`src/rv_pkg.sv`:
```
package rv_pkg;

	localparam int XLEN       = 32;
	localparam int QDEPTH     = 4; // queue entries, also the initial credits
	localparam int QPTR_W     = $clog2(QDEPTH);
	localparam int DMEM_WORDS = 64;
	localparam int DMEM_AW    = $clog2(DMEM_WORDS);

	// major opcodes
	localparam logic [6:0] OPC_OP     = 7'b0110011;
	localparam logic [6:0] OPC_OP_IMM = 7'b0010011;
	localparam logic [6:0] OPC_LUI    = 7'b0110111;
	localparam logic [6:0] OPC_AUIPC  = 7'b0010111;
	localparam logic [6:0] OPC_LOAD   = 7'b0000011;
	localparam logic [6:0] OPC_STORE  = 7'b0100011;

	typedef logic [XLEN-1:0]    word_t;
	typedef logic [4:0]         reg_addr_t;
	typedef logic [31:0]        inst_t;
	typedef logic [10:0]        op_t;   // {inst[30], funct3, opcode}, zero is a bubble
	typedef logic [QPTR_W-1:0]  qptr_t;
	typedef logic [QPTR_W:0]    qcnt_t; // holds 0..QDEPTH
	typedef logic [DMEM_AW-1:0] dmem_addr_t;

	typedef struct packed {
		inst_t inst;
		word_t pc;
	} fetch_t;

	typedef struct packed {
		op_t       op;
		reg_addr_t rd;
		logic      wreg;
		word_t     a;
		word_t     b;
		word_t     store_data;
	} dec_t;

	// one forwarding tap from a later stage
	typedef struct packed {
		logic      wreg;
		logic      is_load;
		reg_addr_t rd;
		word_t     data;
	} fwd_t;

	typedef struct packed {
		logic      valid;
		reg_addr_t rd;
		word_t     data;
	} wb_t;

	typedef enum logic {
		INIT,
		RUN
	} ctrl_state_t;

endpackage

```
`src/inst_queue.sv`:
```
`timescale 1ns/1ps

module inst_queue (
	input  logic           clk,
	input  logic           rst,
	input  logic           push_i,
	input  rv_pkg::fetch_t data_i,
	input  logic           pop_i,
	output rv_pkg::fetch_t head_o,
	output logic           empty_o
);

	rv_pkg::fetch_t mem [rv_pkg::QDEPTH];
	rv_pkg::qptr_t  wptr;
	rv_pkg::qptr_t  rptr;
	rv_pkg::qcnt_t  count;
	logic           do_pop;

	assign do_pop  = pop_i && (count != '0); // pop on empty is dropped
	assign empty_o = (count == '0);
	assign head_o  = mem[rptr];

	always_ff @(posedge clk) begin
		if (push_i) begin
			mem[wptr] <= data_i;
		end
	end

	// pointers wrap naturally, depth is a power of two
	always_ff @(posedge clk) begin
		if (rst) begin
			wptr  <= '0;
			rptr  <= '0;
			count <= '0;
		end else begin
			if (push_i) begin
				wptr <= wptr + 1'b1;
			end
			if (do_pop) begin
				rptr <= rptr + 1'b1;
			end
			case ({push_i, do_pop})
				2'b10:   count <= count + 1'b1;
				2'b01:   count <= count - 1'b1;
				default: count <= count;
			endcase
		end
	end

endmodule

```
`config.mk`:
```
export PLATFORM = sky130hd
export DESIGN_NAME = inst_queue
export DESIGN_NICKNAME = d
export VERILOG_FILES = /design/src/rv_pkg.sv /design/src/inst_queue.sv
export SDC_FILE = /design/constraint.sdc
export NUM_CORES = 1
export LEC_CHECK = 0
export ABC_AREA = 1
export BUFFER_PORTS_ARGS = -buffer_cell sky130_fd_sc_hd__buf_2
export CAP_MARGIN = 20
export CORE_ASPECT_RATIO = 1.1
export CORE_MARGIN = 8
export CORE_UTILIZATION = 49
export DETAILED_ROUTE_END_ITERATION = 12
export PLACE_DENSITY_LB_ADDON = 0.25
export SLEW_MARGIN = 15
export SYNTH_ARGS = -nofsm -noshare
export SYNTH_HDL_FRONTEND = slang
export SYNTH_SLANG_ARGS = --single-unit
```
`constraint.sdc`:
```
create_clock -name clk -period 5 [get_ports clk]
set_input_delay 0.5 -clock clk [delete_from_list [all_inputs] [get_ports clk]]
set_output_delay 0.5 -clock clk [all_outputs]
set_load 0.05 [all_outputs]
```
==> summary.md, run 1 <==
| Metric | Value |
|---|---|
| Final Hold Violating Endpoints | `0` |
| CP most frequent cell | `buf_4` |
| CTS tree | `built` |
| Share of layout cells above drive strength 1 | `about 22%` |
| # H-tree levels | `1` |
| Fmax | `290 MHz` |
| Most common cell after layout, fill and taps aside | `edfxtp_1` |
| Final WS setup | `approximately 1.6 ns` |
| Worst path buffer plus inverter count | `4` |
| Min Tclk post-route | `3.45 ns` |
| Final routed DRC violation total | `0` |
| Slew headroom | `approximately a third` |
| Sequential fraction of the synthesis area | `79.0%` |
| Via count | `5929` |
| Reg2reg setup slack | `2.80 ns` |
| Post-CTS setup buffers | `0` |
| Initial DRC Count | `384` |
| Vert. Die Dim | `166 µm` |
| Crit-path cells | `buf_4 -> inv_2 -> buf_4 -> o21ai_0 -> o22ai_1 -> buf_2` |
| CP max-delay cell | `inv_2` |
| Rows | `54` |
| Worst Reg2Reg Path Length in Cells | `4` |
| Later-pin clock latency in the skew report | `0.51 ns` |
| Top delay family on crit path | `buffers and inverters` |
| Synthesized instance count | `685` |
| Root Buffer | `clkbuf_16` |
| Reg clk slew, reported paths | `0.06 ns` |
| Hold Startpoint | `rst` |
| WP depth | `6` |
| CTS Buf Count | `26` |
| GP Congestion | `0.732` |
| Setup TNS | `0 ns` |
| Longest Clk Path Bufs | `3` |
| Clock Sinks | `about 270` |
| Pin count of the biggest net entering global routing | `96` |
| Post-detail-place hpwl | `12800 µm` |
| # Max-Cap Violations | `0` |
| Netlist cell types | `19` |
| Die area | `25200 µm²` |
| Hold Path Class | `in -> reg` |
| Post-Syn Nets | `around 760` |
| Placed Area | `10800 µm²` |
| RSZ-0062 raised after global routing | `false` |
| Layout Skew | `0.00666 ns` |
| Vias per cell | `5.46` |
| Worst vdd ir | `344 µV` |
| Mapped cell area | `9960 µm²` |
| Core Area | `between 15000 and 20000 µm²` |
| Critical path required time | `around 4.5 ns` |
| Leak | `4.09 nW` |
| GRT Total Usage | `17.0%` |
| # resized after CTS | `0` |
| Ys Warns | `0` |
| Grt ovf | `0` |
| Number of nets in the layout | `between 800 and 900` |
| Crit end category | `output pin` |
| Syn Area/Cell | `14.5 µm²` |
| Final instance area | `11600 µm²` |
| Boundary pin count | `133` |
| Port Buf Inserts | `132` |
| Slew Viols, Final | `0` |
| Initial antenna violation count | `1` |
| Final setup viols | `0` |
| Crit Path Category | `reg -> out` |
| Hold buffers post-CTS | `0` |
| Status | `finished, final reports clean` |
| Commonest cells after routing, fill and taps aside | `256 x edfxtp_1, 134 x nor2_1, 132 x buf_2` |
| Worst Tran Pin Value | `1.02 ns` |
| Power Dens Cells | `507 nW/µm²` |
| Share of the synthesized area in the top cell type | `around 77%` |
| Pre-CTS WS | `around 2.1 ns` |
| Crit-path max FO | `65` |
| Min Hold Slack | `0.177 ns` |
| First-pass GRT wire length | `34100 µm` |
| Critical Path Start Type | `flop` |
| Initial Util | `50.2%` |
| DR pass1 iterations | `4` |
| Final period util | `68.9%` |
| End of the worst register-to-register path | `mem[3][38]` |
| Die X | `152 µm` |
| Area grow syn2layout | `16.0%` |
| Largest stage delay, worst path | `0.56 ns` |
| Synthesis-stage register bit count | `265` |
| Top post-synthesis cells by area | `edfxtp_1 77%, nor2_1 5.0%, o22ai_1 4.0%` |
| Leading area contributor after synthesis | `edfxtp_1` |
| Post-Route WL | `21500 µm` |
| DR WL/cell | `between 15 and 20 µm` |
| Vias in the first global route | `6433` |
| Arr. time, crit path | `approximately 3.0 ns` |
| Min-Delay Path Depth | `2` |
| Final ANT Viol Nets | `0` |
| Reg2reg start | `wptr[1]` |
==> per-stage QoR <==
step / utilization, % / instances / power [mW]
detailed placement: 54.2 / 1038 / 4.12
floorplan: - / 685 / 3.78
global placement: 54.0 / 1036 / 4.08
CTS: 58.2 / 1084 / 5.91
finish: 58.2 / 1085 / 5.86
global route: 58.2 / 1084 / 6.10
==> layer usage <==
metal / up-vias / GRT usage [%] / routed length (µm)
li1: 2812 / - / -
met1: 2944 / 20.3 / 8880
met2: 144 / 31.1 / 11200
met3: 27 / 3.50 / 1110
met4: 2 / 4.32 / 320
met5: - / 0 / 10
==> final cells by class <==
class                   count  area (µm²)
flip-flops and latches    265        7870
diodes                      1        2.50
multi-input cells         359        1740
repair buffers            142         761
clock buffers              32         694
inverters                  20        77.6
well taps                 252         315
fillers                  1569        8310
clock inverters            14        91.3
==> power by group <==
part	switching [mW]	internal, mW
combinational	1.17	0.314
clock	0.764	1.03
sequential	0.0303	2.55
total	1.97	3.89
==> synth_stat cells <==
cell type and instances:
buf_2 1, nor2_1 134, o21ai_0 76, o22ai_1 64
dfxtp_1 9, edfxtp_1 256, nand3_1 3, buf_6 13
nand2_1 15, o21ai_1 56, buf_4 6, clkinv_1 1
ha_1 5, clkbuf_1 18, inv_1 18, a21oi_1 5
clkbuf_2 3, inv_2 1, fa_1 1
==> worst max-delay path by stage <==
stage          slack, ns    endpoint  startpoint
5_1_grt             1.33  head_o[58]        flop
6_report            1.55  head_o[58]        flop
3_3_place_gp        2.11  head_o[12]        flop
3_5_place_dp        2.07  head_o[58]        flop
2_1_floorplan       2.75   mem[2][0]     wptr[0]
4_1_cts             1.48  head_o[58]        flop
==> flip-flops by register name (all words and copies together), names as in the netlist, named ones only <==
name / cells
count: 3
mem: 256
wptr: 2
rptr: 2
==> cell families (layout without fill, tap and decap cells) <==
kind of cell    after synthesis  after routing  share of synthesized area [%]
other cells                   0              1                              0
flops                       265            265                           79.0
buf+inv                      61            208                           3.55
compound gates              201            201                           10.9
fa+ha+maj                     6              6                          0.829
simple gates                152            152                           5.76
Note: power is estimated with default switching activity, not from simulation.
==> run 2: changes to the inputs <==
ABC_AREA = 0   (was 1)
clock period = 3 ns   (was 5 ns; I/O delays follow)
==> run 2 against run 1 <==
Against the previous run:
- first-iteration DRC count shrank 35%
- design area grew 4.3%
- cell count shrank 21%
- via count shrank 24%
- clock power grew 69%
- die area shrank 1.9%
- synthesized cell count shrank 44%
- register-to-register slack lost 1.7 ns
- critical endpoint is now head_o[16]
==> summary.md, run 2 <==
| Metric | Value |
|---|---|
| Status | `finished, final reports clean` |
| Clock Sinks | `265 (unchanged)` |
| Leak | `4.09 nW (+0.10%)` |
| Root Buffer | `clkbuf_16` |
| Initial Util | `49.6% (-0.56 points)` |
| Final instance area | `12100 µm² (+4.3%)` |
| Sequential fraction of the synthesis area | `80.7% (+1.7 points)` |
| Worst Tran Pin Value | `0.599 ns (-0.425 ns)` |
| Synthesized instance count | `383 (-44%)` |
| Top post-synthesis cells by area | `edfxtp_1 79%, mux4_2 14%, dfxtp_1 1.8%` |
| Int Pwr | `6.84 mW (+76%)` |
| Switching Power | `3.08 mW (+57%)` |
| GRT Total Usage | `15.5% (-1.5 points)` |
| Final routed DRC violation total | `0 (unchanged)` |
| Die area | `24700 µm² (-1.9%)` |
| Syn Area/Cell | `25.5 µm² (+75%)` |
| Top_reg_cell synth | `edfxtp_1` |
| Reg2reg start | `count[1]` |
| Most common cell after layout, fill and taps aside | `edfxtp_1` |
| GP Congestion | `0.679 (-7.3%)` |
| Pin count of the biggest net entering global routing | `40 (-58%)` |
| Final Hold Violating Endpoints | `0 (unchanged)` |
| Vert. Die Dim | `164 µm (-0.96%)` |
| Worst vdd ir | `604 µV (+76%)` |
| Leading area contributor after synthesis | `edfxtp_1` |
| Logic pwr share | `25.4% (about the same)` |
| Number of nets in the layout | `662 (-25%)` |
| Grt ovf | `0 (unchanged)` |
| DR pass1 iterations | `4 (unchanged)` |
| Slew headroom | `60.0% (+28 points)` |
| CTS tree | `built` |
| Port Buf Inserts | `132 (unchanged)` |
| End of the worst register-to-register path | `count[2]` |
| Critical path required time | `2.70 ns (-1.80 ns)` |
| Post-synth EDFFs | `256 (unchanged)` |
| Mapped cell area | `9750 µm² (-2.1%)` |
| Share of the synthesized area in the top cell type | `78.8% (+1.7 points)` |
| Area grow syn2layout | `23.6%` |
| Hold Path Class | `in -> reg` |
| # resized after CTS | `0 (unchanged)` |
| Crit end category | `output pin` |
| Clock network fraction of design power | `30.8% (about the same)` |
| Fraction of registers with async set or reset after synthesis | `0% (unchanged)` |
| Power Dens Cells | `823 nW/µm² (+62%)` |
| Largest stage delay, worst path | `0.65 ns (+0.09 ns)` |
| Switching share of total power | `31.0% (-2.5 points)` |
| Initial DRC Count | `250 (-35%)` |
| Post-Syn Nets | `457 (-40%)` |
| Final setup viols | `0 (unchanged)` |
| Final ANT Viol Nets | `0 (unchanged)` |
| # H-tree levels | `1 (unchanged)` |
| Fmax | `~420 MHz` |
| DR WL/cell | `21.6 µm (+8.7%)` |
| RSZ-0062 raised after global routing | `false` |
| Share of total power in sequential cells | `43.9% (about the same)` |
| Min Tclk post-route | `2.38 ns` |
| Min-Delay Path Depth | `1 (-1)` |
| Die X | `151 µm (-0.95%)` |
| CTS Buf Count | `27 (+3.8%)` |
| First-pass GRT wire length | `29000 µm (-15%)` |
| Reg2reg setup slack | `1.08 ns (-1.72 ns)` |
| Setup TNS | `0 ns (unchanged)` |
| Core Area | `19700 µm² (-1.0%)` |
| Reg clk slew, reported paths | `0.06 ns (about the same)` |
| Layout Skew | `0.00953 ns (+0.00287 ns)` |
| Share of layout cells above drive strength 1 | `40.5% (+18 points)` |
| # Max-Cap Violations | `0 (unchanged)` |
| Setup crit end | `head_o[16]` |
| Post-Route WL | `18600 µm (-14%)` |
| Synthesis-stage register bit count | `265 (unchanged)` |
| Slew Viols, Final | `0 (unchanged)` |
| Crit-path max FO | `35 (-46%)` |
| Ys Warns | `0 (unchanged)` |
| Largest register FFs | `256 (unchanged)` |
| Vias per cell | `5.25 (-4.0%)` |
| Most frequent cell after synthesis | `edfxtp_1` |
| CP max-delay cell | `dfxtp_4` |
| Placed Area | `10700 µm² (-0.49%)` |
| Later-pin clock latency in the skew report | `0.51 ns (about the same)` |
| Worst Reg2Reg Path Length in Cells | `8 (+4)` |
| Rows | `54 (unchanged)` |
| Longest Clk Path Bufs | `3 (unchanged)` |
| Initial antenna violation count | `0 (-1)` |
| Final period util | `79.3%` |
| Regs by FF count | `mem (256), count (3)` |
| Netlist cell types | `23 (+4)` |
| Post-synth top cells | `256 x edfxtp_1, 60 x mux4_2, 9 x dfxtp_1` |
| Arr. time, crit path | `2.08 ns (-0.87 ns)` |
| Largest register by flop count | `mem` |
| Crit Path Category | `reg -> out` |
| Post-detail-place hpwl | `11200 µm (-12%)` |
| Critical Path Start Type | `flop` |
| Crit-path cells | `buf_12 -> mux4_2 -> buf_2` |
| Boundary pin count | `133 (unchanged)` |
| Vias in the first global route | `5181 (-19%)` |
| Commonest cells after routing, fill and taps aside | `256 x edfxtp_1, 132 x buf_2, 60 x mux4_2` |
| Via count | `4512 (-24%)` |
[run 2: cell types whose count changed in the layout (fill, tap and decap cells not counted), sizes merged, moves of 3 or more]
cell / previous run / this run
dlygate4sd3: 0 / 52
buf: 142 / 139
mux4: 0 / 64
inv: 20 / 8
xor2: 0 / 3
nor2: 134 / 7
o22ai: 64 / 0
nand3: 3 / 0
o21ai: 132 / 2
nand2: 15 / 1
and2: 0 / 4
[run 2: how the worst min path moves through the flow]
stage               from   endpoint  slack (ns)
6_report       data_i[6]  mem[1][6]        0.02
5_1_grt        data_i[3]  mem[0][3]       0.009
4_1_cts        data_i[6]  mem[3][6]      0.0002
3_5_place_dp     rptr[1]       flop        0.48
3_3_place_gp     rptr[1]       flop        0.48
2_1_floorplan  data_i[0]  mem[0][0]        0.40
[run 2: critical path, delay by kind of cell (launching register included)]
family / cells / cell delay, ns
buf+inv: 2 / 0.53
flops: 1 / 0.65
mux: 1 / 0.36
[run 2: repair_timing]
item	4_1_cts	5_1_grt
setup buffers	0	0
endpoints found under the hold margin	201	0
hold buffers	52	0
[run 2: cell type report]
class                      count  area [µm²]
antenna                        1        2.50
inverter                       7        26.3
fill                        1412        7600
tap                          252         315
multi-input combinational     96        1700
clock inverter                17         126
timing repair buffer         191        1320
sequential                   265        7880
clock buffer                  31         691
[run 2: layer usage]
metal  wire length, µm  track usage [%]  vias up
met3              1080             3.61       19
met4               223             3.59        0
met2              9680             27.6      100
met5                 0                0        -
li1                  -                -     2048
met1              7590             18.8     2345
[run 2: logic make-up after synthesis]
logic type               synth area share, %
flip-flops                              80.7
multiplexers                            15.0
buffers and inverters                   2.01
AND/OR/NAND/NOR                        0.744
AO/OA/AOI/OAI                          0.334
adder cells (fa/ha/maj)                0.847
XOR/XNOR                               0.359
[run 2: power groups by stage]
stage               combinational [mW]  sequential [mW]  clock, mW
global placement                  2.49             4.42          0
CTS                               2.58             4.36       3.14
finish                            2.52             4.35       3.05
floorplan                         2.05             4.39          0
global route                      2.68             4.37       3.28
detailed placement                2.52             4.43          0
[run 2: through the flow]
step           hold slack, ns  setup slack (ns)  cells  util [%]  power (mW)
6_report               0.0220             0.621    860      61.3        9.92
5_1_grt               0.00908             0.486    859      61.3        10.3
4_1_cts              0.000160             0.527    859      61.3        10.1
3_5_place_dp            0.479              1.08    759      54.5        6.95
3_3_place_gp            0.478              1.10    759      54.5        6.91
2_1_floorplan           0.399             0.524    383         -        6.44
==> run 3: changes to the inputs <==
clock period = 2.3 ns   (was 3 ns; I/O delays follow)
==> run 3 against run 2 <==
Against the previous run:
- sequential cell count did not move
- sequential power rose by 30%
- cell count grew 3.1%
- highest routed layer is now met5
- global-route usage fell by 0.45 points
==> summary.md, run 3 (synthesis results as in run 2) <==
| Metric | Value |
|---|---|
| Final ANT Viol Nets | `0 (unchanged)` |
| Slew headroom | `67.4% (+7.4 points)` |
| CTS Buf Count | `27 (unchanged)` |
| Power Dens Cells | `1090 nW/µm² (+33%)` |
| # Max-Cap Violations | `0 (unchanged)` |
| Crit end category | `output pin` |
| Cells after DPL | `766 (+0.92%)` |
| RSZ-0062 raised after global routing | `true` |
| Post-Route WL | `18500 µm (-0.59%)` |
| Regs by FF count | `mem (256), count (3)` |
| Crit-path cells | `buf_12 -> buf_16 -> mux4_1 -> buf_2` |
| Slew Viols, Final | `0 (unchanged)` |
| Area grow syn2layout | `28.3%` |
| Number of nets in the layout | `689 (+4.1%)` |
| Most common cell after layout, fill and taps aside | `edfxtp_1` |
| Grt ovf | `0 (unchanged)` |
| Commonest cells after routing, fill and taps aside | `256 x edfxtp_1, 120 x buf_2, 65 x dlygate4sd3_1` |
| Pre-CTS WS | `0.426 ns (-0.651 ns)` |
| DR WL/cell | `20.8 µm (-3.6%)` |
| Largest register FFs | `256 (unchanged)` |
| Final routed DRC violation total | `0 (unchanged)` |
| Final Non-Filler Cells | `887 (+3.1%)` |
| Longest Clk Path Bufs | `3 (unchanged)` |
| Crit Path Category | `reg -> out` |
| ANT cells | `0 (-1)` |
| Die area | `24700 µm² (unchanged)` |
| Pin count of the biggest net entering global routing | `65 (+63%)` |
| Final WS setup | `0.0373 ns (-0.584 ns)` |
| Final design utilization | `63.7% (+2.3 points)` |
| Final Hold Violating Endpoints | `0 (unchanged)` |
| GRT Total Usage | `15.1% (-0.45 points)` |
| Critical Path Start Type | `flop` |
| Core Area | `19700 µm² (unchanged)` |
| Final setup viols | `0 (unchanged)` |
| Die X | `151 µm (unchanged)` |
| Initial DRC Count | `234 (-6.4%)` |
| Final instance area | `12500 µm² (+3.8%)` |
| CP max-delay cell | `mux4_1` |
| Later-pin clock latency in the skew report | `0.51 ns (about the same)` |
| Post-detail-place hpwl | `11300 µm (+1.4%)` |
| Final period util | `98.4%` |
| Overall Power | `13.7 mW (+38%)` |
| Leak | `4.32 nW (+5.6%)` |
| Port Buf Inserts | `132 (unchanged)` |
| M2 GR Usage | `26.0% (-1.6 points)` |
| Status | `finished, final reports clean` |
| Layout Skew | `0.00986 ns (+0.000329 ns)` |
| # H-tree levels | `1 (unchanged)` |
| Via count | `4660 (+3.3%)` |
| Crit-path max FO | `13 (-63%)` |
| DR pass1 iterations | `4 (unchanged)` |
| Largest register by flop count | `mem` |
| Most Used Layer, Global Route | `met2` |
| Worst vdd ir | `943 µV (+56%)` |
| CTS tree | `built` |
| Rows | `54 (unchanged)` |
| Setup TNS | `0 ns (unchanged)` |
| Critical path required time | `2.07 ns (-0.63 ns)` |
| Largest stage delay, worst path | `0.57 ns (-0.08 ns)` |
| Arr. time, crit path | `2.03 ns (-0.05 ns)` |
| Initial Util | `49.6% (unchanged)` |
| Met3 usage | `3.25% (-0.36 points)` |
| GP Congestion | `0.712 (+4.9%)` |
| Vias in the first global route | `5160 (-0.41%)` |
| First-pass GRT wire length | `28300 µm (-2.5%)` |
| Share of layout cells above drive strength 1 | `40.6% (+0.10 points)` |
| Fmax | `442 MHz` |
| Vias per cell | `5.25 (+0.14%)` |
| Min Hold Slack | `0.0949 ns (+0.0729 ns)` |
| Root Buffer | `clkbuf_16` |
| Boundary pin count | `133 (unchanged)` |
| Hold Path Class | `in -> reg` |
| Vert. Die Dim | `164 µm (unchanged)` |
| Min Tclk post-route | `2.26 ns` |
| Placed Area | `10800 µm² (+0.61%)` |
| Met1 Resource Use GR | `18.9% (+0.11 points)` |
| Worst Tran Pin Value | `0.489 ns (-0.110 ns)` |
| Initial antenna violation count | `1 (+1)` |
| Clock Sinks | `265 (unchanged)` |
| Reg clk slew, reported paths | `0.06 ns (about the same)` |
[run 3: changes by cell type in the layout (fill, tap and decap cells not counted), sizes merged]
cell | before | now
diode | 1 | 0
clkbuf | 31 | 38
buf | 139 | 151
dlygate4sd3 | 52 | 65
bufbuf | 0 | 1
bufinv | 1 | 5
clkinvlp | 4 | 0
clkinv | 11 | 7
inv | 8 | 7
[run 3: layout make-up]
| type | instances | area, µm² |
|---|---|---|
| clock inverters | 12 | 194 |
| inverters | 7 | 26.3 |
| clock buffers | 37 | 733 |
| fillers | 1323 | 7150 |
| repair buffers | 218 | 1670 |
| multi-input cells | 96 | 1700 |
| flip-flops and latches | 265 | 7880 |
| well taps | 252 | 315 |
[run 3: power by group]
part           leakage, nW  switching [mW]  internal (mW)  total, mW
Clock                0.453            1.69           2.79       4.48
Sequential            2.43          0.0904           5.57       5.66
Combinational         1.44            2.26           1.31       3.57
Total                 4.32            4.03           9.67       13.7
[run 3: path summary, 6_finish.rpt]
kind / startpoint / endpoint / slack [ns] / cells after the start
max: flop / head_o[57] / 0.04 / 4
min reg2reg: rptr[1] / flop / 0.49 / 2
max reg2reg: count[0] / count[2] / 0.43 / 8
min: push_i / wptr[1] / 0.09 / 3
[run 3: what timing repair did]
item	4_1_cts	5_1_grt
endpoints found under the setup margin	55	43
resized for setup	14	1
cloned	1	1
hold buffers	65	0
buffers inserted	2	3
endpoints found under the hold margin	264	0
[run 3: critical path: cells and delay by family (launching register included)]
kind	cells	cell delay, ns
buffers and inverters	3	0.54
DFF	1	0.40
muxes	1	0.57
[run 3: per-layer routing]
| metal | vias up | wire length [µm] |
|---|---|---|
| li1 | 2095 | - |
| met1 | 2409 | 7320 |
| met2 | 125 | 9680 |
| met3 | 29 | 1120 |
| met4 | 2 | 329 |
| met5 | - | 8 |
